**config.mk**
```make
export PLATFORM = sky130hd
export DESIGN_NAME = vinsn_ctrl_flat
export DESIGN_NICKNAME = d
export VERILOG_FILES = /design/src/vec_pkg.sv /design/src/mfu_pkg.sv /design/src/vmul_ifs.sv /design/src/vinsn_ctrl.sv /design/src/flat_wrapper.sv
export VERILOG_INCLUDE_DIRS = /design/src /design/src/src
export SDC_FILE = /design/constraint.sdc
export NUM_CORES = 1
export LEC_CHECK = 0
export BUFFER_PORTS_ARGS = -buffer_cell sky130_fd_sc_hd__buf_2
export CAP_MARGIN = 20
export CELL_PAD_IN_SITES_DETAIL_PLACEMENT = 0
export CELL_PAD_IN_SITES_GLOBAL_PLACEMENT = 1
export CORE_AREA = 2 2 294 296
export DETAILED_ROUTE_END_ITERATION = 10
export DIE_AREA = 0 0 296 298
export PLACE_DENSITY = 0.63
export SLEW_MARGIN = 10
export SYNTH_ARGS = -nofsm -noshare
export SYNTH_HDL_FRONTEND = slang
export SYNTH_SLANG_ARGS = --single-unit
```
**constraint.sdc**
```tcl
create_clock -name clk_i -period 6.4 [get_ports clk_i]
set_input_delay 1.6 -clock clk_i [delete_from_list [all_inputs] [get_ports clk_i]]
set_output_delay 1.6 -clock clk_i [all_outputs]
set_load 0.02 [all_outputs]
```
**src/vmul_defs.svh**
```systemverilog
`ifndef VMUL_DEFS_SVH
`define VMUL_DEFS_SVH

// Datapath word width in bits
`define VMUL_ELEN 64

// Instruction IDs tracked by the lane
`define VMUL_NR_VINSN 8

// Queue depths
`define VMUL_INSN_DEPTH 4
`define VMUL_RESULT_DEPTH 2

// Pipeline registers in each SIMD multiplier
`define VMUL_MUL_LAT 2

// Words per vector register
`define VMUL_VREG_WORDS 8

`endif

```
**src/vec_pkg.sv**
```systemverilog
`include "vmul_defs.svh"

package vec_pkg;

  // One datapath word and its byte strobe
  typedef logic [`VMUL_ELEN-1:0]   elen_t;
  typedef logic [`VMUL_ELEN/8-1:0] strb_t;

  // Element width as log2 of its byte count
  typedef enum logic [1:0] {
    EW8  = 2'd0,
    EW16 = 2'd1,
    EW32 = 2'd2,
    EW64 = 2'd3
  } vew_e;

  typedef logic [$clog2(`VMUL_NR_VINSN)-1:0] vid_t;

  // Element count of one instruction, up to 64
  typedef logic [6:0] vlen_t;

  // Word address in the register file
  typedef logic [7:0] vaddr_t;

endpackage

```
**src/mfu_pkg.sv**
```systemverilog
package mfu_pkg;

  import vec_pkg::*;

  typedef enum logic [1:0] {
    VMUL   = 2'd0,
    VMULHU = 2'd1,
    VMACC  = 2'd2
  } mul_op_e;

  // Instruction as held in the instruction queue
  typedef struct packed {
    mul_op_e    op;
    vew_e       vew;
    vlen_t      vl;
    logic [4:0] vd;
    vid_t       id;
    // Set for an unmasked instruction
    logic       vm;
    logic       use_scalar;
    elen_t      scalar_op;
    logic       use_vs1;
    logic       use_vs2;
    logic       use_vd;
  } mul_operation_t;

  // One result word on its way to the register file
  typedef struct packed {
    vid_t   id;
    vaddr_t addr;
    elen_t  wdata;
    strb_t  be;
  } rq_payload_t;

endpackage

```
**src/vmul_ifs.sv**
```systemverilog
interface mul_issue_if import vec_pkg::*; import mfu_pkg::*; ();

  logic           valid;
  logic           ready;
  mul_operation_t operation;
  // Index 0 is vs1, 1 is vs2, 2 is vd
  elen_t [2:0]    operand;
  // Byte enables of the beat with the mask applied
  strb_t          mask;

  modport ctrl (
    output valid, operation, operand, mask,
    input  ready
  );

  modport dp (
    input  valid, operation, operand, mask,
    output ready
  );

endinterface

interface mul_result_if import vec_pkg::*; ();

  logic  valid;
  logic  ready;
  elen_t result;
  strb_t mask;
  // Width of the instruction in processing
  vew_e  vew;

  modport ctrl (
    input  valid, result, mask,
    output ready, vew
  );

  modport dp (
    output valid, result, mask,
    input  ready, vew
  );

endinterface

```
**src/vinsn_ctrl.sv**
```systemverilog
`include "vmul_defs.svh"

module vinsn_ctrl import vec_pkg::*; import mfu_pkg::*; (
  input  logic                      clk_i,
  input  logic                      rst_ni,
  input  mul_operation_t            vfu_operation_i,
  input  logic                      vfu_operation_valid_i,
  output logic                      mfu_ready_o,
  input  elen_t [2:0]               operand_i,
  input  logic  [2:0]               operand_valid_i,
  output logic  [2:0]               operand_ready_o,
  input  strb_t                     mask_i,
  input  logic                      mask_valid_i,
  output logic                      mask_ready_o,
  output logic [`VMUL_NR_VINSN-1:0] vinsn_done_o,
  mul_issue_if.ctrl                 issue_if,
  mul_result_if.ctrl                result_if,
  output logic                      rq_push_o,
  output rq_payload_t               rq_payload_o,
  input  logic                      rq_full_i,
  input  logic                      rq_pop_i
);

  localparam int unsigned Depth = `VMUL_INSN_DEPTH;
  localparam int unsigned PntW  = $clog2(Depth);
  localparam int unsigned CntW  = PntW + 1;

  // Elements in the beat that starts at element done_cnt
  function automatic logic [3:0] beat_elems(vlen_t done_cnt, vlen_t vl, vew_e vew);
    vlen_t left;
    vlen_t full;
    left = vl - done_cnt;
    full = vlen_t'(4'd8 >> vew);
    return (full > left) ? left[3:0] : full[3:0];
  endfunction

  // Byte enables covering the first cnt elements of a word
  function automatic strb_t elem_be(logic [3:0] cnt, vew_e vew);
    strb_t      be;
    logic [3:0] bytes;
    bytes = cnt << vew;
    for (int b = 0; b < $bits(strb_t); b++) begin
      be[b] = (b < bytes);
    end
    return be;
  endfunction

  function automatic logic [PntW-1:0] next_pnt(logic [PntW-1:0] pnt);
    return (pnt == PntW'(Depth - 1)) ? '0 : pnt + 1'b1;
  endfunction

  // Circular queue with one pointer per phase
  mul_operation_t [Depth-1:0] insn_q;
  logic [PntW-1:0] accept_pnt_q, issue_pnt_q, proc_pnt_q, commit_pnt_q;
  logic [CntW-1:0] issue_cnt_q, proc_cnt_q, commit_cnt_q;

  // Elements already handled by each phase
  vlen_t issue_done_q, proc_done_q, commit_done_q;

  mul_operation_t issue_op, proc_op, commit_op;
  logic [3:0]     issue_n, proc_n, commit_n;
  logic           queue_full, accept, operands_ok;
  logic           issue_fire, issue_last, proc_fire, proc_last, commit_last;

  assign issue_op  = insn_q[issue_pnt_q];
  assign proc_op   = insn_q[proc_pnt_q];
  assign commit_op = insn_q[commit_pnt_q];

  // An instruction holds its slot until its last result is committed
  assign queue_full  = (commit_cnt_q == CntW'(Depth));
  assign mfu_ready_o = !queue_full;
  assign accept      = vfu_operation_valid_i && !queue_full;

  assign operands_ok = (operand_valid_i[0] || !issue_op.use_vs1) &&
                       (operand_valid_i[1] || !issue_op.use_vs2) &&
                       (operand_valid_i[2] || !issue_op.use_vd) &&
                       (mask_valid_i || issue_op.vm);

  assign issue_n            = beat_elems(issue_done_q, issue_op.vl, issue_op.vew);
  assign issue_if.valid     = (issue_cnt_q != '0) && operands_ok;
  assign issue_if.operation = issue_op;
  assign issue_if.operand   = operand_i;
  assign issue_if.mask      = elem_be(issue_n, issue_op.vew) & (issue_op.vm ? '1 : mask_i);

  assign issue_fire = issue_if.valid && issue_if.ready;
  assign issue_last = issue_fire && (issue_done_q + vlen_t'(issue_n) == issue_op.vl);

  // Operands and mask are popped as the beat enters the multiplier
  assign operand_ready_o = issue_fire ? {issue_op.use_vd, issue_op.use_vs2, issue_op.use_vs1}
                                      : 3'b000;
  assign mask_ready_o    = issue_fire && !issue_op.vm;

  assign result_if.vew   = proc_op.vew;
  assign result_if.ready = !rq_full_i;

  assign proc_n    = beat_elems(proc_done_q, proc_op.vl, proc_op.vew);
  assign proc_fire = result_if.valid && result_if.ready && (proc_cnt_q != '0);
  assign proc_last = proc_fire && (proc_done_q + vlen_t'(proc_n) == proc_op.vl);

  assign rq_push_o          = proc_fire;
  assign rq_payload_o.id    = proc_op.id;
  // Register base plus beat index
  assign rq_payload_o.addr  = vaddr_t'(proc_op.vd) * vaddr_t'(`VMUL_VREG_WORDS) +
                              vaddr_t'(proc_done_q >> (3 - int'(proc_op.vew)));
  assign rq_payload_o.wdata = result_if.result;
  assign rq_payload_o.be    = elem_be(proc_n, proc_op.vew) & result_if.mask;

  assign commit_n    = beat_elems(commit_done_q, commit_op.vl, commit_op.vew);
  assign commit_last = rq_pop_i && (commit_cnt_q != '0) &&
                       (commit_done_q + vlen_t'(commit_n) == commit_op.vl);

  always_comb begin
    vinsn_done_o = '0;
    if (commit_last) begin
      vinsn_done_o[commit_op.id] = 1'b1;
    end
  end

  always_ff @(posedge clk_i or negedge rst_ni) begin
    if (!rst_ni) begin
      accept_pnt_q  <= '0;
      issue_pnt_q   <= '0;
      proc_pnt_q    <= '0;
      commit_pnt_q  <= '0;
      issue_cnt_q   <= '0;
      proc_cnt_q    <= '0;
      commit_cnt_q  <= '0;
      issue_done_q  <= '0;
      proc_done_q   <= '0;
      commit_done_q <= '0;
    end else begin
      if (accept) accept_pnt_q <= next_pnt(accept_pnt_q);
      if (issue_last) issue_pnt_q <= next_pnt(issue_pnt_q);
      if (proc_last) proc_pnt_q <= next_pnt(proc_pnt_q);
      if (commit_last) commit_pnt_q <= next_pnt(commit_pnt_q);

      issue_cnt_q  <= issue_cnt_q + CntW'(accept) - CntW'(issue_last);
      proc_cnt_q   <= proc_cnt_q + CntW'(accept) - CntW'(proc_last);
      commit_cnt_q <= commit_cnt_q + CntW'(accept) - CntW'(commit_last);

      if (issue_fire) begin
        issue_done_q <= issue_last ? '0 : issue_done_q + vlen_t'(issue_n);
      end
      if (proc_fire) begin
        proc_done_q <= proc_last ? '0 : proc_done_q + vlen_t'(proc_n);
      end
      if (rq_pop_i) begin
        commit_done_q <= commit_last ? '0 : commit_done_q + vlen_t'(commit_n);
      end
    end
  end

  always_ff @(posedge clk_i) begin
    if (accept) insn_q[accept_pnt_q] <= vfu_operation_i;
  end

  // Issue stays ahead of processing, processing ahead of commit, and no slot is overfilled
  assert property (@(posedge clk_i) disable iff (!rst_ni)
    (issue_cnt_q <= proc_cnt_q) && (proc_cnt_q <= commit_cnt_q) &&
    (commit_cnt_q <= CntW'(Depth)));

  // Done only for an instruction whose beats have all left the multiplier
  assert property (@(posedge clk_i) disable iff (!rst_ni)
    (vinsn_done_o != '0) |-> (proc_cnt_q < commit_cnt_q));

endmodule

```
**src/flat_wrapper.sv**
```systemverilog
// flat-port wrapper written by rule: the top's interface ports become plain ports
module vinsn_ctrl_flat import vec_pkg::*; import mfu_pkg::*;
  (clk_i, rst_ni, vfu_operation_i, vfu_operation_valid_i, mfu_ready_o, operand_i, operand_valid_i, operand_ready_o, mask_i, mask_valid_i, mask_ready_o, vinsn_done_o, rq_push_o, rq_payload_o, rq_full_i, rq_pop_i, issue_if_valid, issue_if_operation, issue_if_operand, issue_if_mask, issue_if_ready, result_if_valid, result_if_result, result_if_mask, result_if_ready, result_if_vew);
  mul_issue_if issue_if_i ();
  mul_result_if result_if_i ();
  input  logic clk_i;
  input  logic rst_ni;
  input  mul_operation_t vfu_operation_i;
  input  logic vfu_operation_valid_i;
  output logic mfu_ready_o;
  input  elen_t [2:0] operand_i;
  input  logic  [2:0] operand_valid_i;
  output logic  [2:0] operand_ready_o;
  input  strb_t mask_i;
  input  logic mask_valid_i;
  output logic mask_ready_o;
  output logic [`VMUL_NR_VINSN-1:0] vinsn_done_o;
  output logic rq_push_o;
  output rq_payload_t rq_payload_o;
  input  logic rq_full_i;
  input  logic rq_pop_i;
  output wire logic [$bits(issue_if_i.valid)-1:0] issue_if_valid;
  output wire logic [$bits(issue_if_i.operation)-1:0] issue_if_operation;
  output wire logic [$bits(issue_if_i.operand)-1:0] issue_if_operand;
  output wire logic [$bits(issue_if_i.mask)-1:0] issue_if_mask;
  input wire logic [$bits(issue_if_i.ready)-1:0] issue_if_ready;
  input wire logic [$bits(result_if_i.valid)-1:0] result_if_valid;
  input wire logic [$bits(result_if_i.result)-1:0] result_if_result;
  input wire logic [$bits(result_if_i.mask)-1:0] result_if_mask;
  output wire logic [$bits(result_if_i.ready)-1:0] result_if_ready;
  output wire logic [$bits(result_if_i.vew)-1:0] result_if_vew;
  assign issue_if_valid = issue_if_i.valid;
  assign issue_if_operation = issue_if_i.operation;
  assign issue_if_operand = issue_if_i.operand;
  assign issue_if_mask = issue_if_i.mask;
  assign issue_if_i.ready = issue_if_ready;
  assign result_if_i.valid = result_if_valid;
  assign result_if_i.result = result_if_result;
  assign result_if_i.mask = result_if_mask;
  assign result_if_ready = result_if_i.ready;
  assign result_if_vew = result_if_i.vew;
  vinsn_ctrl u_core (.clk_i(clk_i), .rst_ni(rst_ni), .vfu_operation_i(vfu_operation_i), .vfu_operation_valid_i(vfu_operation_valid_i), .mfu_ready_o(mfu_ready_o), .operand_i(operand_i), .operand_valid_i(operand_valid_i), .operand_ready_o(operand_ready_o), .mask_i(mask_i), .mask_valid_i(mask_valid_i), .mask_ready_o(mask_ready_o), .vinsn_done_o(vinsn_done_o), .issue_if(issue_if_i), .result_if(result_if_i), .rq_push_o(rq_push_o), .rq_payload_o(rq_payload_o), .rq_full_i(rq_full_i), .rq_pop_i(rq_pop_i));
endmodule
```
==> summary.md <==
| Metric | Value |
|---|---|
| Post-Place Cell Area | `21500 µm²` |
| DRC errors left | `0` |
| Max-slew violations | `0` |
| Worst-path cell chain | `mux4_2 -> inv_2 -> ha_4 -> inv_2 -> buf_4 -> a21o_1 -> a21o_1 -> xnor2_2 -> ha_1 -> nand4_1 -> o21ai_1 -> a211oi_2 -> o2111ai_4 -> mux2_4 -> ha_4 -> a21o_1 -> a21oi_2 -> xnor3_1 -> nor4_4 -> buf_4 -> and2_4 -> and4_4 -> buf_6` |
| Sequential Power Share | `0.324` |
| Fmax | `139 MHz` |
| Max FO, Critical Path | `4` |
| Internal power | `6.96 mW` |
| Startpoint Class | `flip-flop` |
| CTS tree | `done` |
| Via count | `11300` |
| Grt ovf | `0` |
| IO Pins | `760` |
| Syn Area/Cell | `15.3 µm²` |
| Total Wirelength | `69800 µm` |
| Cell variety after synth | `73` |
| Later-pin clock latency in the skew report | `0.53 ns` |
| Proportion of power drawn by the clock network | `0.191` |
| Worst Path Arrival | `5.58 ns` |
| Initial antenna violation count | `19` |
| Crit path buf inv count | `5` |
| NumNets Final | `1856` |
| Slew Limit Headroom | `0.308` |
| Status | `finished with violations` |
| Leakage | `8.36 nW` |
| Detailed placer's ending HPWL | `55100 µm` |
| Vias in the first global route | `11800` |
| Syn. warnings | `0` |
| Num rows | `107` |
| Clk buf depth | `3` |
| Required time of the worst setup path | `4.80 ns` |
| Final Cell Area | `23100 µm²` |
| GRT Util Overall | `0.152` |
| Antenna-violating nets left | `0` |
| Worst-Margin Slew | `1.04 ns` |
| Initial cell density of the core | `0.236` |
| Cts bufs inserted | `38` |
| Largest net degree at the start of global routing | `61` |
| Max Clock Skew | `0.0228 ns` |
| Final Instance Count excl. Fillers | `2588` |
| DRT iter0 DRCs | `543` |
| Cells after synthesis | `1314` |
| Detail-routed net length per standard cell | `27.0 µm` |
| Drt first pass iters | `5` |
| Number of enable flip-flop cells after synthesis | `352` |
| Final setup fails | `10` |
| First-pass GRT wire length | `94400 µm` |
| H-Tree Depth | `2` |
| Setup TNS | `-6.30 ns` |
| Pwr dens | `479 nW/µm²` |
| Max cap viols | `0` |
| Top FF cell, synth | `edfxtp_1` |
| Sequential share of the synthesized area | `0.575` |
| Final period utilization | `1.12` |
| Switch Pwr | `4.10 mW` |
| Post-synth ARST share | `0.0974` |
| Commonest cells after routing, fill and taps aside | `edfxtp_1, buf_2, mux4_2` |
| Mapped Area | `20000 µm²` |
| Failing checks | `negative setup slack` |
| Area Overhead vs Synth | `15.3%` |
| Clock net sink count | `390` |
| HP Start | `u_core.issue_done_q[6]` |
| Core Area | `84900 µm²` |
| Share of cells above drive strength 1 | `0.426` |
| Net Sw Frac | `0.370` |
| RSZ-0062 raised after global routing | `yes` |
| CP Launch Point | `u_core.commit_pnt_q[0]` |
| Placed instance count | `2502` |
| Routability Congestion | `0.816` |
| Post-CTS Hold Fix Bufs | `0` |
| Clock Tree Root | `clkbuf_16` |
| FF+latch count, synth | `390` |
| Most common cell after layout, fill and taps aside | `edfxtp_1` |
| Final hold violation count | `0` |
| Final Critical Period | `7.18 ns` |
| Nature of the critical path endpoint | `output pin` |
| WS Path Type | `reg -> out` |
| CP dominant cell by count | `a21o_1` |
| Family with the most delay on the worst path | `compound AO/OA/AOI/OAI gates` |
| Syn nets | `1756` |
| Die height | `298 µm` |
| Vias per cell | `4.36` |
| Area of the die | `88200 µm²` |
| Worst Setup Slack, final | `-0.782 ns` |
| CP max stage cell | `mux4_2` |
| Hold Path Class | `reg -> reg` |
| Port buffer count | `247` |
| Clock-pin transition on the worst setup and hold timing paths | `0.06 ns` |
| Combinational Power Share | `0.485` |
| Die Width | `296 µm` |
| Crit path largest cell delay | `0.53 ns` |
| Peak VDD IR | `0.000234 V` |
| Reg2reg start | `u_core.insn_q[342]` |
kinds of logic after synthesis:
kind of cell / after synthesis / synth area share
DFF: 390 / 0.575
AOI/OAI and AO/OA: 135 / 0.0449
adders and majority gates: 71 / 0.0481
buffers and inverters: 360 / 0.117
xor gates and xnor gates: 47 / 0.0233
muxes: 148 / 0.147
and+or+nand+nor: 163 / 0.0443
worst register-to-register path, delay by kind of cell (launching register included):
| family | cells | cell delay [ns] |
|---|---|---|
| and+or+nand+nor | 9 | 2.31 |
| AOI/OAI and AO/OA | 5 | 0.78 |
| buffers and inverters | 3 | 0.23 |
| DFF | 1 | 0.40 |
| xor gates and xnor gates | 2 | 0.29 |
| muxes | 2 | 0.84 |
| adders and majority gates | 7 | 1.63 |
per-stage QoR:
step	total power, mW	setup WS [ns]	hold slack, ns	util
after global routing	11.7	-1.02	0.506	0.272
final	11.1	-0.782	0.488	0.272
after floorplan	7.12	-0.165	0.450	-
after detailed placement	8.60	-0.421	0.479	0.253
after global placement	8.49	-0.336	0.467	0.253
after CTS	10.8	-0.848	0.496	0.267
final timing paths:
path | end | slack [ns] | depth (start not counted)
min reg2reg | u_core.issue_done_q[6] | 0.49 | 2
max | vinsn_done_o[7] | -0.78 | 23
max reg2reg | u_core.issue_cnt_q[2] | -0.18 | 28
max in group asynchronous | u_core.commit_pnt_q[0] | 4.97 | 2
min in group asynchronous | u_core.issue_cnt_q[2] | 0.94 | 1
min | u_core.issue_done_q[6] | 0.49 | 2
cells in the mapped netlist (all sizes together) (7+ instances only):
| master | instances | share of area |
|---|---|---|
| nor3 | 7 | 0.0026 |
| mux2 | 13 | 0.0073 |
| xnor2 | 29 | 0.013 |
| xor2 | 14 | 0.0061 |
| o22ai | 7 | 0.0022 |
| nand2b | 7 | 0.0022 |
| o21ai | 24 | 0.0060 |
| mux4 | 116 | 0.13 |
| edfxtp | 352 | 0.53 |
| ha | 61 | 0.038 |
| buf | 283 | 0.10 |
| nor2 | 33 | 0.0062 |
| nand2 | 46 | 0.0087 |
| dfrtp | 38 | 0.047 |
| fa | 10 | 0.010 |
| a21o | 15 | 0.0056 |
| a21oi | 35 | 0.0087 |
| nor2b | 11 | 0.0038 |
| mux2i | 19 | 0.0095 |
| inv | 62 | 0.012 |
| and3 | 12 | 0.0037 |
| clkbuf | 15 | 0.0028 |
| nand3 | 15 | 0.0037 |
final cells by class:
class | count | area (µm²)
fillers | 8678 | 61800
clock buffers | 49 | 1010
well taps | 1144 | 1430
diodes | 2 | 5.00
flip-flops and latches | 390 | 11500
multi-input cells | 565 | 6630
inverters | 62 | 233
repair buffers | 357 | 2130
clock inverters | 19 | 139
state kept, by name (all words and copies together), names as in the netlist, 3 cells and up:
| register | flops |
|---|---|
| u_core.insn_q | 352 |
| u_core.commit_done_q | 7 |
| u_core.issue_done_q | 7 |
| u_core.proc_done_q | 7 |
| u_core.commit_cnt_q | 3 |
| u_core.issue_cnt_q | 3 |
| u_core.proc_cnt_q | 3 |
power groups by stage:
stage                     Combinational (mW)  Clock, mW  Sequential (mW)
after global placement                  4.89          0             3.60
after detailed placement                4.97          0             3.63
final                                   5.36       2.11             3.58
after floorplan                         3.54          0             3.58
after CTS                               5.07       2.18             3.58
after global routing                    5.84       2.26             3.63
what timing repair did:
action | CTS | global route
resized for setup | 21 | 63
cloned | 0 | 1
buffers inserted | 3 | 16
setup endpoints to repair | 10 | 28
pin swaps | 8 | 30
endpoints found under the hold margin | 0 | 0
metal layers:
layer / global-route usage / vias up / share of wire
met4: 0.0515 / 32 / 0.035
met1: 0.139 / 5530 / 0.30
li1: - / 4925 / -
met5: 0.0133 / - / 0.0044
met2: 0.262 / 612 / 0.50
met3: 0.107 / 182 / 0.16
Power figures use the tool's default switching activity.
