===== config.mk =====
export PLATFORM = sky130hd
export DESIGN_NAME = result_queue
export DESIGN_NICKNAME = d
export VERILOG_FILES = /design/src/vec_pkg.sv /design/src/mfu_pkg.sv /design/src/result_queue.sv
export VERILOG_INCLUDE_DIRS = /design/src /design/src/src
export SDC_FILE = /design/constraint.sdc
export NUM_CORES = 1
export LEC_CHECK = 0
export BUFFER_PORTS_ARGS = -buffer_cell sky130_fd_sc_hd__buf_2
export CAP_MARGIN = 20
export CORE_MARGIN = 5
export CORE_UTILIZATION = 47
export CTS_CLUSTER_SIZE = 10
export DETAILED_ROUTE_END_ITERATION = 10
export HOLD_SLACK_MARGIN = 0.03
export PLACE_DENSITY = 0.75
export SYNTH_ARGS = -nofsm -noshare
export SYNTH_HDL_FRONTEND = slang
export SYNTH_SLANG_ARGS = --single-unit

===== constraint.sdc =====
create_clock -name clk_i -period 4.4 [get_ports clk_i]
set_clock_uncertainty 0.2 [all_clocks]
set_input_delay 0.88 -clock clk_i [delete_from_list [all_inputs] [get_ports clk_i]]
set_output_delay 0.88 -clock clk_i [all_outputs]
set_load 0.005 [all_outputs]

===== src/vmul_defs.svh =====
`ifndef VMUL_DEFS_SVH
`define VMUL_DEFS_SVH

// Datapath word width in bits
`define VMUL_ELEN 64

// Instruction IDs tracked by the lane
`define VMUL_NR_VINSN 8

// Queue depths
`define VMUL_INSN_DEPTH 4
`define VMUL_RESULT_DEPTH 2

// Pipeline registers in each SIMD multiplier
`define VMUL_MUL_LAT 2

// Words per vector register
`define VMUL_VREG_WORDS 8

`endif


===== src/vec_pkg.sv =====
`include "vmul_defs.svh"

package vec_pkg;

  // One datapath word and its byte strobe
  typedef logic [`VMUL_ELEN-1:0]   elen_t;
  typedef logic [`VMUL_ELEN/8-1:0] strb_t;

  // Element width as log2 of its byte count
  typedef enum logic [1:0] {
    EW8  = 2'd0,
    EW16 = 2'd1,
    EW32 = 2'd2,
    EW64 = 2'd3
  } vew_e;

  typedef logic [$clog2(`VMUL_NR_VINSN)-1:0] vid_t;

  // Element count of one instruction, up to 64
  typedef logic [6:0] vlen_t;

  // Word address in the register file
  typedef logic [7:0] vaddr_t;

endpackage


===== src/mfu_pkg.sv =====
package mfu_pkg;

  import vec_pkg::*;

  typedef enum logic [1:0] {
    VMUL   = 2'd0,
    VMULHU = 2'd1,
    VMACC  = 2'd2
  } mul_op_e;

  // Instruction as held in the instruction queue
  typedef struct packed {
    mul_op_e    op;
    vew_e       vew;
    vlen_t      vl;
    logic [4:0] vd;
    vid_t       id;
    // Set for an unmasked instruction
    logic       vm;
    logic       use_scalar;
    elen_t      scalar_op;
    logic       use_vs1;
    logic       use_vs2;
    logic       use_vd;
  } mul_operation_t;

  // One result word on its way to the register file
  typedef struct packed {
    vid_t   id;
    vaddr_t addr;
    elen_t  wdata;
    strb_t  be;
  } rq_payload_t;

endpackage


===== src/result_queue.sv =====
`include "vmul_defs.svh"

module result_queue import mfu_pkg::*; (
  input  logic        clk_i,
  input  logic        rst_ni,
  input  logic        push_i,
  input  rq_payload_t payload_i,
  output logic        full_o,
  output logic        req_o,
  output rq_payload_t payload_o,
  input  logic        gnt_i,
  output logic        pop_o
);

  localparam int unsigned Depth = `VMUL_RESULT_DEPTH;
  localparam int unsigned PntW  = (Depth > 1) ? $clog2(Depth) : 1;
  localparam int unsigned CntW  = PntW + 1;

  rq_payload_t [Depth-1:0] mem_q;
  logic [PntW-1:0]         wr_pnt_q;
  logic [PntW-1:0]         rd_pnt_q;
  logic [CntW-1:0]         cnt_q;

  // The head entry is always on the request lines
  assign full_o    = (cnt_q == CntW'(Depth));
  assign req_o     = (cnt_q != '0);
  assign payload_o = mem_q[rd_pnt_q];
  assign pop_o     = req_o && gnt_i;

  always_ff @(posedge clk_i or negedge rst_ni) begin
    if (!rst_ni) begin
      wr_pnt_q <= '0;
      rd_pnt_q <= '0;
      cnt_q    <= '0;
    end else begin
      if (push_i) wr_pnt_q <= (wr_pnt_q == PntW'(Depth - 1)) ? '0 : wr_pnt_q + 1'b1;
      if (pop_o) rd_pnt_q <= (rd_pnt_q == PntW'(Depth - 1)) ? '0 : rd_pnt_q + 1'b1;
      cnt_q <= cnt_q + CntW'(push_i) - CntW'(pop_o);
    end
  end

  always_ff @(posedge clk_i) begin
    if (push_i) mem_q[wr_pnt_q] <= payload_i;
  end

  assert property (@(posedge clk_i) disable iff (!rst_ni) push_i |-> !full_o);

  // The register file grants only a pending request
  assert property (@(posedge clk_i) disable iff (!rst_ni) gnt_i |-> req_o);

endmodule


==> results of run 1 <==
==> path summary, 6_finish.rpt <==
path / depth (start not counted) / endpoint / slack [ns]
min in group clk_i: 1 / cnt_q[1]$_DFF_PN0_ / 0.35
worst max register to register: 2 / mem_q[117]$_DFFE_PP_ / 2.32
worst min register to register: 1 / cnt_q[1]$_DFF_PN0_ / 0.35
worst min-delay path: 1 / cnt_q[0]$_DFF_PN0_ / 0.06
max in group asynchronous: 1 / rd_pnt_q$_DFFE_PN0P_ / 3.79
worst max-delay path: 3 / payload_o[66] / 1.29
==> through the flow <==
stage               power [mW]  hold slack (ns)  instance area [µm²]  setup slack, ns
finish                    5.14           0.0649                 8060             1.29
global route              5.40           0.0467                 8060             1.20
CTS                       5.22           0.0457                 8060             1.26
detailed placement        3.78            0.329                 7500             1.71
global placement          3.73            0.297                 7500             1.74
floorplan                 3.26            0.271                 6440            0.715
==> cell usage in the layout, fill, tap and decap left out, types with 3 or more instances in the layout <==
master                        n
sky130_fd_sc_hd__buf_4        5
sky130_fd_sc_hd__buf_2      172
sky130_fd_sc_hd__bufinv_16    3
sky130_fd_sc_hd__dfrtp_1      3
sky130_fd_sc_hd__clkinv_2     4
sky130_fd_sc_hd__mux2_4      60
sky130_fd_sc_hd__clkbuf_1     3
sky130_fd_sc_hd__edfxtp_1   166
sky130_fd_sc_hd__mux2_2      23
sky130_fd_sc_hd__clkbuf_16   17
==> flip-flops by register name (all words and copies together), names as in the netlist <==
name      count
cnt_q         2
rd_pnt_q      1
wr_pnt_q      1
mem_q       166
==> layout make-up <==
type	count	area share, %
sequential	170	63.1
multi-input combinational	94	15.7
timing repair buffer	178	11.4
clock buffer	20	5.42
tap	176	2.73
clock inverter	9	1.57
inverter	2	0.0931
==> logic make-up (layout without fill, tap and decap cells) <==
logic type | Yosys count | count (layout) | share of synthesized area, %
flip-flops | 170 | 170 | 79.0
multiplexers | 83 | 83 | 18.0
buffers and inverters | 11 | 209 | 1.50
XOR/XNOR | 4 | 4 | 0.545
AND/OR/NAND/NOR | 4 | 4 | 0.389
adder cells (fa/ha/maj) | 2 | 2 | 0.389
AO/OA/AOI/OAI | 1 | 1 | 0.117
==> metal layers <==
layer	share of wire (%)	global-route usage (%)
met1	41	17.6
met2	50	24.2
met3	7.6	4.84
met4	1.5	5.87
met5	0	0
==> worst max-delay path: cells and delay by family (launching register included) <==
kind | cells | cell delay (ns)
flops | 1 | 0.70
buf+inv | 2 | 0.51
mux | 1 | 0.38
==> power by group through the flow <==
| stage | sequential (mW) | combinational [mW] | clock, mW |
|---|---|---|---|
| finish | 2.30 | 1.42 | 1.42 |
| global route | 2.33 | 1.53 | 1.54 |
| CTS | 2.30 | 1.46 | 1.46 |
| detailed placement | 2.33 | 1.45 | 0 |
| global placement | 2.31 | 1.42 | 0 |
| floorplan | 2.26 | 1.00 | 0 |
==> impl_metrics.json, run 1 <==
{
  "power_switching_share_pct": 25.4,
  "antenna-diode-count": 0,
  "final_layout_size_suffix_gt1_share_pct": 61.5,
  "post-route-min-period_ns": 3.11,
  "grt_max_degree": 65,
  "sequential_cell_area_um2": 5090,
  "final.setup.tns_ns": 0,
  "leakagePower_nw": 3.23,
  "routed_via_density": 4.88,
  "number_of_enable_flip_flop_cells_after_synthesis": 166,
  "drv.max_cap_violation_count": 0,
  "worst_skew_pair.late_latency_ns": 0.41,
  "critical_path_required_ns": 3.32,
  "cts.hold.buffers_added": 0,
  "clk_root_buffer_cell": "sky130_fd_sc_hd__clkbuf_16",
  "drt-pass1-iter-count": 4,
  "r2r-start": "wr_pnt_q$_DFFE_PN0P_",
  "ys_top_cells_by_area": "sky130_fd_sc_hd__edfxtp_1 (77%), sky130_fd_sc_hd__mux2_4 (14%), sky130_fd_sc_hd__mux2_2 (4.0%)",
  "final_std_cells_w_o_fill": 649,
  "cp_cell_sequence": "buf_4, mux2_2, buf_2",
  "holdCritPathClass": "in2async",
  "cts_buffer_depth": 2,
  "via_count_of_the_first_global_routing_pass": 3389,
  "synth_seq_area_share_pct": 79.0,
  "critPathLaunch": "rd_pnt_q$_DFFE_PN0P_",
  "global_route_wire_length_before_repair_um": 17800,
  "p_comb_share_pct": 27.6,
  "placed_cells": 620,
  "timing.setup.critical_path_class": "reg2out",
  "rsz0062_at_grt": "false",
  "die_height_um": 127,
  "crit_path_top_delay_cell": "sky130_fd_sc_hd__dfrtp_4",
  "startpoint_type": "flip-flop",
  "status": "complete, no violations",
  "fill_cells": 1010,
  "synthTopCellsByCount": "sky130_fd_sc_hd__edfxtp_1 (166), sky130_fd_sc_hd__mux2_4 (60), sky130_fd_sc_hd__mux2_2 (23)",
  "cts_buffers": 17,
  "slew-limit-headroom_pct": 41.4,
  "core_um2": 13300,
  "finish.net_count": 552,
  "post-cts-setup-buffers": 0,
  "switchingPower_mw": 1.31,
  "setup-violations-final": 0,
  "power.ir.vdd_worst_uv": 383,
  "die_outline_area_um2": 16100,
  "synth_cell_type_count": 14,
  "netlist_instances": 275,
  "postCtsResizedCells": 0,
  "grtUsageTotal_pct": 14.6,
  "hold_viol": 0,
  "num_vias": 3166,
  "ys.warnings.count": 0,
  "netlist.top_cell.by_area": "sky130_fd_sc_hd__edfxtp_1",
  "mappedNetlistArea_um2": 6430,
  "cell_internal_pwr_mw": 3.83,
  "die_width_um": 127,
  "hpwlAfterDp_um": 7830,
  "netlist.area_leader.share_pct": 77.5,
  "worst-endpoint-arrival_ns": 2.03,
  "sequential_share_of_power_pct": 44.7,
  "clk_transition_reported_paths_ns": 0.06,
  "grt_antenna_before_repair": 0,
  "antenna_violating_nets_post_route": 0,
  "clock_sink_count": 170,
  "critical_path_peak_fanout": 26,
  "synthArstFlopShare_pct": 2.35,
  "maxClockFrequency_ghz": 0.322,
  "cpPeakStageDelay_ns": 0.70,
  "grt.overflow.total": 0,
  "top_level_ports": 173,
  "area_growth_syn_to_layout_pct": 25.3,
  "std_cell_rows": 42,
  "post_route_drc_violation_count": 0,
  "synth_seq_cells": 170,
  "power.density_nw_per_um2": 637,
  "clock_tree_from_tritoncts": "built",
  "layout.core_utilization_pct": 60.4,
  "critical_path.endpoint_type": "primary output",
  "finalWirelength_um": 11500,
  "timing_worst_slew_pin_value_ns": 0.879,
  "synth_fp_nets": 364,
  "final_max_slew_viol_count": 0,
  "synth_most_common_cell": "sky130_fd_sc_hd__edfxtp_1",
  "p_clk_share_pct": 27.7,
  "initial_core_util_pct": 48.2,
  "drt-initial-drc-count": 193,
  "synth_area_per_cell_um2": 23.4,
  "h-tree-depth": 4,
  "multi_input_logic_area_um2": 1260,
  "synth_top_flop_cell": "sky130_fd_sc_hd__edfxtp_1",
  "timing.final.crit_share_pct": 70.6,
  "routability_congestion": 0.742,
  "placement.io_buffers": 172,
  "detail_route.wl_per_cell_um": 17.7
}
No activity file was read; power rests on OpenSTA's default activity.
==> run 2, diff against run 1 <==
--- a/config.mk
+++ b/config.mk
@@ -6,14 +6,15 @@
 export SDC_FILE = /design/constraint.sdc
 export NUM_CORES = 1
 export LEC_CHECK = 0
+export ABC_AREA = 1
 export BUFFER_PORTS_ARGS = -buffer_cell sky130_fd_sc_hd__buf_2
 export CAP_MARGIN = 20
 export CORE_MARGIN = 5
-export CORE_UTILIZATION = 47
+export CORE_UTILIZATION = 52
 export CTS_CLUSTER_SIZE = 10
 export DETAILED_ROUTE_END_ITERATION = 10
 export HOLD_SLACK_MARGIN = 0.03
-export PLACE_DENSITY = 0.75
+export PLACE_DENSITY = 0.79
 export SYNTH_ARGS = -nofsm -noshare
 export SYNTH_HDL_FRONTEND = slang
 export SYNTH_SLANG_ARGS = --single-unit
==> constraint.sdc (replaced) <==
create_clock -name clk_i -period 3.1 [get_ports clk_i]
set_clock_uncertainty 0.2 [all_clocks]
set_input_delay 0.62 -clock clk_i [delete_from_list [all_inputs] [get_ports clk_i]]
set_output_delay 0.62 -clock clk_i [all_outputs]
set_load 0.005 [all_outputs]
==> run 2 against run 1 <==
Compared with the run above: routed wire length grew 5.7%; synthesized cell count grew 68%; combinational power grew 38%; die area shrank 11%; via count grew 23%; register-to-register slack lost 1.2 ns; non-clock buffer count grew 1; sequential share of layout area grew 1.5 points; sequential power grew 40%; setup slack lost 0.84 ns; clock power grew 46%; total power grew 41%.
==> impl_metrics.json, run 2 <==
{
  "std_cell_rows": 40,
  "synth_seq_cells": 170,
  "routability_congestion": 0.763,
  "post_route_drc_violation_count": 0,
  "number_of_enable_flip_flop_cells_after_synthesis": 166,
  "area_growth_syn_to_layout_pct": 26.0,
  "ys_top_cells_by_area": "sky130_fd_sc_hd__edfxtp_1 (80%), sky130_fd_sc_hd__nand2_1 (16%), sky130_fd_sc_hd__dfrtp_1 (1.6%)",
  "grtUsageTotal_pct": 17.5,
  "topRoutingLayerUsed": "met5",
  "power.density_nw_per_um2": 922,
  "synthArstFlopShare_pct": 2.35,
  "core_um2": 11900,
  "worst_hold_slack_ns": 0.190,
  "clock_tree_from_tritoncts": "built",
  "timing_worst_slew_pin_value_ns": 1.08,
  "detail_route.wl_per_cell_um": 15.2,
  "routed_via_density": 4.83,
  "placement.io_buffers": 172,
  "num_vias": 3881,
  "h-tree-depth": 4,
  "worst_skew_pair.late_latency_ns": 0.41,
  "critical_path.endpoint_type": "primary output",
  "synth_adder_area_share_pct": 0.401,
  "ys.warnings.count": 0,
  "largest_register_ffs": 166,
  "fin_area_um2": 7870,
  "wire_length_on_met1_um": 4860,
  "antenna_violating_nets_post_route": 0,
  "synth_cell_type_count": 12,
  "netlist_instances": 463,
  "post-route-min-period_ns": 2.64,
  "maxClockFrequency_ghz": 0.378,
  "startpoint_type": "flip-flop",
  "global_route_wire_length_before_repair_um": 19400,
  "hpwlAfterDp_um": 7900,
  "slew-limit-headroom_pct": 27.8,
  "finalWirelength_um": 12200,
  "placed_cells": 770,
  "leakagePower_nw": 3.46,
  "critical_path_required_ns": 2.28,
  "detailroute.wirelength.met2_um": 6170,
  "holdCritPathClass": "in2reg",
  "die_width_um": 120,
  "clk_transition_reported_paths_ns": 0.06,
  "critPathLaunch": "rd_pnt_q$_DFFE_PN0P_",
  "netlist.top_cell.by_area": "sky130_fd_sc_hd__edfxtp_1",
  "drt-initial-drc-count": 242,
  "biggest_registers_after_layout": "mem_q: 166 flops, cnt_q: 2 flops",
  "final.setup.tns_ns": 0,
  "r2r-start": "wr_pnt_q$_DFFE_PN0P_",
  "mostFrequentLayoutCell": "sky130_fd_sc_hd__nand2_1",
  "setup-violations-final": 0,
  "netlist.area_leader.share_pct": 79.8,
  "synth_seq_area_share_pct": 81.4,
  "rsz0062_at_grt": "false",
  "mappedNetlistArea_um2": 6240,
  "synth_top_flop_cell": "sky130_fd_sc_hd__edfxtp_1",
  "placement_cell_area_um2": 7270,
  "drv.max_cap_violation_count": 0,
  "critical_path_peak_fanout": 35,
  "hold_start": "payload_i[47]",
  "timing.final.crit_share_pct": 85.3,
  "final_max_slew_viol_count": 0,
  "synth_fp_nets": 552,
  "cts_buffer_depth": 2,
  "synth_xor_xnor_area_share_pct": 0.140,
  "grt.overflow.total": 0,
  "worst-endpoint-arrival_ns": 1.82,
  "finish.net_count": 732,
  "drt-pass1-iter-count": 4,
  "final_layout_size_suffix_gt1_share_pct": 32.0,
  "cts_buffers": 17,
  "synth_compound_area_share_pct": 0,
  "clock_sink_count": 170,
  "synth_most_common_cell": "sky130_fd_sc_hd__nand2_1",
  "grt_max_degree": 84,
  "synthTopCellsByCount": "sky130_fd_sc_hd__nand2_1 (259), sky130_fd_sc_hd__edfxtp_1 (166), sky130_fd_sc_hd__buf_2 (10)",
  "hold_viol": 0,
  "top_level_ports": 173,
  "initial_core_util_pct": 52.4,
  "synth_area_per_cell_um2": 13.5,
  "top_library_cells_by_usage_in_the_layout_fill_and_taps_aside": "sky130_fd_sc_hd__nand2_1 (259), sky130_fd_sc_hd__buf_2 (172), sky130_fd_sc_hd__edfxtp_1 (166), sky130_fd_sc_hd__clkbuf_16 (17), sky130_fd_sc_hd__inv_1 (7)",
  "power.ir.vdd_worst_uv": 514,
  "wl_met3_um": 949,
  "antenna-diode-count": 0,
  "clk_root_buffer_cell": "sky130_fd_sc_hd__clkbuf_16",
  "die_height_um": 120,
  "register_with_the_highest_flop_count": "mem_q",
  "status": "complete, no violations",
  "synth-simple-area-share_pct": 15.8,
  "synth_top_family_by_area": "simple AND/OR/NAND/NOR gates",
  "die_outline_area_um2": 14300,
  "via_count_of_the_first_global_routing_pass": 3950,
  "synth.mux.area_fraction_pct": 0,
  "timing.setup.critical_path_class": "reg2out",
  "grt_antenna_before_repair": 2,
  "final_std_cells_w_o_fill": 803
}
==> run 2: cell types whose count changed in the layout (fill, tap and decap cells not counted), moves of 2 or more <==
| cell | before | now |
|---|---|---|
| sky130_fd_sc_hd__clkbuf_8 | 0 | 2 |
| sky130_fd_sc_hd__clkinv_2 | 4 | 6 |
| sky130_fd_sc_hd__inv_1 | 2 | 7 |
| sky130_fd_sc_hd__mux2_2 | 23 | 0 |
| sky130_fd_sc_hd__mux2_4 | 60 | 0 |
| sky130_fd_sc_hd__nand2_1 | 0 | 259 |
| sky130_fd_sc_hd__nand3_1 | 0 | 2 |
| sky130_fd_sc_hd__xnor2_1 | 2 | 0 |
==> run 2: through the flow <==
step                worst slack (ns)  power, mW  util (%)
CTS                            0.401       7.36      66.1
global route                   0.271       7.71      66.1
global placement               0.790       5.19      61.0
floorplan                      0.190       4.34         -
finish                         0.455       7.25      66.1
detailed placement             0.764       5.26      61.0
==> run 2: worst max-delay path, stage by stage (launching register included) <==
cell                      delay [ns]
sky130_fd_sc_hd__dfrtp_2        0.65
sky130_fd_sc_hd__buf_4          0.43
sky130_fd_sc_hd__nand2_1        0.11
sky130_fd_sc_hd__nand2_1        0.10
sky130_fd_sc_hd__buf_2          0.11
==> run 2: repair_timing <==
item                      in CTS  in global routing
buffers inserted               0                  0
hold buffers                   1                  0
gates resized for setup        0                  0
hold endpoints to repair       4                  0
==> run 2: cells by family (layout without fill, tap and decap cells) <==
kind of cell	after synthesis	in the layout
xor+xnor	1	1
fa+ha+maj	2	2
buf+inv	27	220
flops	170	170
simple gates	263	263
==> run 2: path summary, 6_finish.rpt <==
| check | depth (start not counted) | end | slack [ns] |
|---|---|---|---|
| setup / recovery | 4 | payload_o[51] | 0.46 |
| min in group asynchronous | 2 | wr_pnt_q$_DFFE_PN0P_ | 0.34 |
| setup reg to reg | 3 | mem_q[88]$_DFFE_PP_ | 1.12 |
| hold / removal | 1 | mem_q[130]$_DFFE_PP_ | 0.19 |
| hold reg to reg | 1 | wr_pnt_q$_DFFE_PN0P_ | 0.35 |
| max in group asynchronous | 2 | rd_pnt_q$_DFFE_PN0P_ | 2.23 |
==> run 2: cell type report <==
| cell class | count | area [µm²] |
|---|---|---|
| Clock buffer | 23 | 468 |
| Clock inverter | 9 | 124 |
| Fill cell | 863 | 4040 |
| Inverter | 9 | 35.0 |
| Multi-Input combinational cell | 266 | 1030 |
| Sequential cell | 170 | 5090 |
| Tap cell | 147 | 184 |
| Timing Repair Buffer | 179 | 941 |
==> run 2: per-layer routing <==
layer	up-vias	track usage [%]
met4	4	5.65
li1	1915	-
met3	19	6.74
met5	-	0
met2	119	29.5
met1	1824	20.9
==> run 2: power breakdown <==
group	leakage [nW]	internal (mW)	switching, mW	total (mW)
logic	1.57	0.731	1.23	1.96
registers	1.60	3.06	0.152	3.21
clock network	0.295	1.30	0.777	2.08
total	3.46	5.09	2.16	7.25
==> run 3, diff against run 2 <==
--- a/config.mk
+++ b/config.mk
@@ -15,6 +15,7 @@
 export DETAILED_ROUTE_END_ITERATION = 10
 export HOLD_SLACK_MARGIN = 0.03
 export PLACE_DENSITY = 0.79
+export RECOVER_POWER = 50
 export SYNTH_ARGS = -nofsm -noshare
 export SYNTH_HDL_FRONTEND = slang
 export SYNTH_SLANG_ARGS = --single-unit
==> run 3 against run 2 <==
Compared with the run above: the run now ends with capacitance limit, slew limit left; critical path depth decreased by 2; design area decreased by 0.91%; core utilization decreased by 0.60 points; non-clock buffer count unchanged; via count decreased by 0.31%.
==> impl_metrics.json, run 3 (same netlist as run 2, synthesis figures left out) <==
{
  "final_std_cells_w_o_fill": 803,
  "timing.final.crit_share_pct": 88.4,
  "drt-initial-drc-count": 200,
  "critical_path_required_ns": 2.89,
  "grt_max_degree": 84,
  "crit_path_top_delay_cell": "sky130_fd_sc_hd__clkbuf_2",
  "grt_antenna_before_repair": 1,
  "via_count_of_the_first_global_routing_pass": 3950,
  "busiest_layer": "met2",
  "finalWirelength_um": 12100,
  "layout.core_utilization_pct": 65.5,
  "post-layout-total-power_mw": 7.25,
  "antenna_violating_nets_post_route": 0,
  "grtUsageMet1_pct": 20.9,
  "grtUsageTotal_pct": 17.5,
  "critical_path.endpoint_type": "flip-flop",
  "worst-endpoint-arrival_ns": 2.53,
  "clock_tree_from_tritoncts": "built",
  "placement.io_buffers": 172,
  "routability_congestion": 0.763,
  "largest_register_ffs": 166,
  "power.ir.vdd_worst_uv": 513,
  "placed_cells": 770,
  "biggest_registers_after_layout": "mem_q: 166 flops, cnt_q: 2 flops",
  "finish.net_count": 732,
  "slew-limit-headroom_pct": -44.4,
  "mostFrequentLayoutCell": "sky130_fd_sc_hd__nand2_1",
  "finalWorstSetupSlack_ns": 0.361,
  "num_vias": 3869,
  "register_with_the_highest_flop_count": "mem_q",
  "setup-violations-final": 0,
  "pre_cts_slack_ns": 0.764,
  "worstPathBufferInverterCount": 1,
  "post_route_drc_violation_count": 0,
  "critical_path_peak_fanout": 83,
  "cts.hold.buffers_added": 1,
  "grt_util_met3_pct": 6.74,
  "rsz0062_at_grt": "false",
  "reg2reg_depth": 2,
  "grt.overflow.total": 0,
  "leakagePower_nw": 3.34,
  "final.setup.tns_ns": 0,
  "worst_skew_pair.late_latency_ns": 0.41,
  "timing_worst_slew_pin_value_ns": 2.17,
  "fin_area_um2": 7800,
  "hold_viol": 0,
  "critical_path_cell_count": 2,
  "violations": "capacitance limit, slew limit",
  "h-tree-depth": 4,
  "detail_route.wl_per_cell_um": 15.1,
  "groute.layer.met2.usage_pct": 29.5,
  "post-cts-setup-buffers": 0,
  "drt-pass1-iter-count": 4,
  "timing.setup.critical_path_class": "reg2reg",
  "top_library_cells_by_usage_in_the_layout_fill_and_taps_aside": "sky130_fd_sc_hd__nand2_1 (259), sky130_fd_sc_hd__edfxtp_1 (166), sky130_fd_sc_hd__buf_2 (127), sky130_fd_sc_hd__clkbuf_1 (49), sky130_fd_sc_hd__clkbuf_16 (17)",
  "clock_sink_count": 170,
  "hpwlAfterDp_um": 7900,
  "final_max_slew_viol_count": 84,
  "final_layout_size_suffix_gt1_share_pct": 25.2,
  "antenna-diode-count": 0,
  "placement_cell_area_um2": 7270,
  "clk_transition_reported_paths_ns": 0.06,
  "die_outline_area_um2": 14300,
  "initial_core_util_pct": 52.4,
  "cts_buffer_depth": 2,
  "worst_hold_slack_ns": 0.191,
  "post-route-min-period_ns": 2.74,
  "cp_cell_sequence": "nor2_4, clkbuf_2",
  "routed_via_density": 4.82,
  "drv.max_cap_violation_count": 1,
  "area_growth_syn_to_layout_pct": 24.9,
  "core_um2": 11900,
  "maxClockFrequency_ghz": 0.365,
  "die_height_um": 120,
  "power.density_nw_per_um2": 930,
  "startpoint_type": "flip-flop",
  "worst_hold_path.num_cells": 1,
  "die_width_um": 120,
  "top_level_ports": 173,
  "postCtsResizedCells": 0,
  "cts_buffers": 17,
  "cpPeakStageDelay_ns": 1.52,
  "critPathTopFamily": "buffers and inverters",
  "status": "finished, violations left",
  "holdCritPathClass": "in2reg",
  "std_cell_rows": 40,
  "clk_root_buffer_cell": "sky130_fd_sc_hd__clkbuf_16",
  "global_route_wire_length_before_repair_um": 19400
}
run 3: cell count changes in the layout (fill, tap and decap cells not counted):
cell,previous run,this run
sky130_fd_sc_hd__buf_2,172,127
sky130_fd_sc_hd__clkbuf_1,4,49
sky130_fd_sc_hd__buf_12,2,1
sky130_fd_sc_hd__clkbuf_2,0,1
run 3: final timing paths:
kind,start,endpoint,slack [ns]
max reg2reg,wr_pnt_q$_DFFE_PN0P_,mem_q[5]$_DFFE_PP_,0.36
min in group asynchronous,rst_ni,wr_pnt_q$_DFFE_PN0P_,0.37
max in group asynchronous,rst_ni,rd_pnt_q$_DFFE_PN0P_,2.13
min reg2reg,wr_pnt_q$_DFFE_PN0P_,wr_pnt_q$_DFFE_PN0P_,0.35
min,payload_i[48],mem_q[131]$_DFFE_PP_,0.19
max,wr_pnt_q$_DFFE_PN0P_,mem_q[5]$_DFFE_PP_,0.36
run 3: layout make-up:
class / instances / area [µm²]
sequential: 170 / 5090
fill: 891 / 4110
inverter: 9 / 35.0
clock inverter: 9 / 124
clock buffer: 23 / 468
tap: 147 / 184
timing repair buffer: 179 / 870
multi-input combinational: 266 / 1030
run 3: where the power goes:
part / internal (mW) / switching [mW]
registers: 3.08 / 0.152
logic: 0.710 / 1.23
clock network: 1.30 / 0.778
run 3: metal layers:
metal	vias to the layer above	share of wire (%)	wire, µm
li1	1917	-	-
met1	1810	40	4810
met2	122	51	6190
met3	18	7.8	947
met4	2	1.4	170
met5	-	0.11	13
run 3: worst register-to-register path, cell delays in order, from the launching register on:
cell	delay, ns
sky130_fd_sc_hd__dfrtp_1	0.42
sky130_fd_sc_hd__nor2_4	0.11
sky130_fd_sc_hd__clkbuf_2	1.52
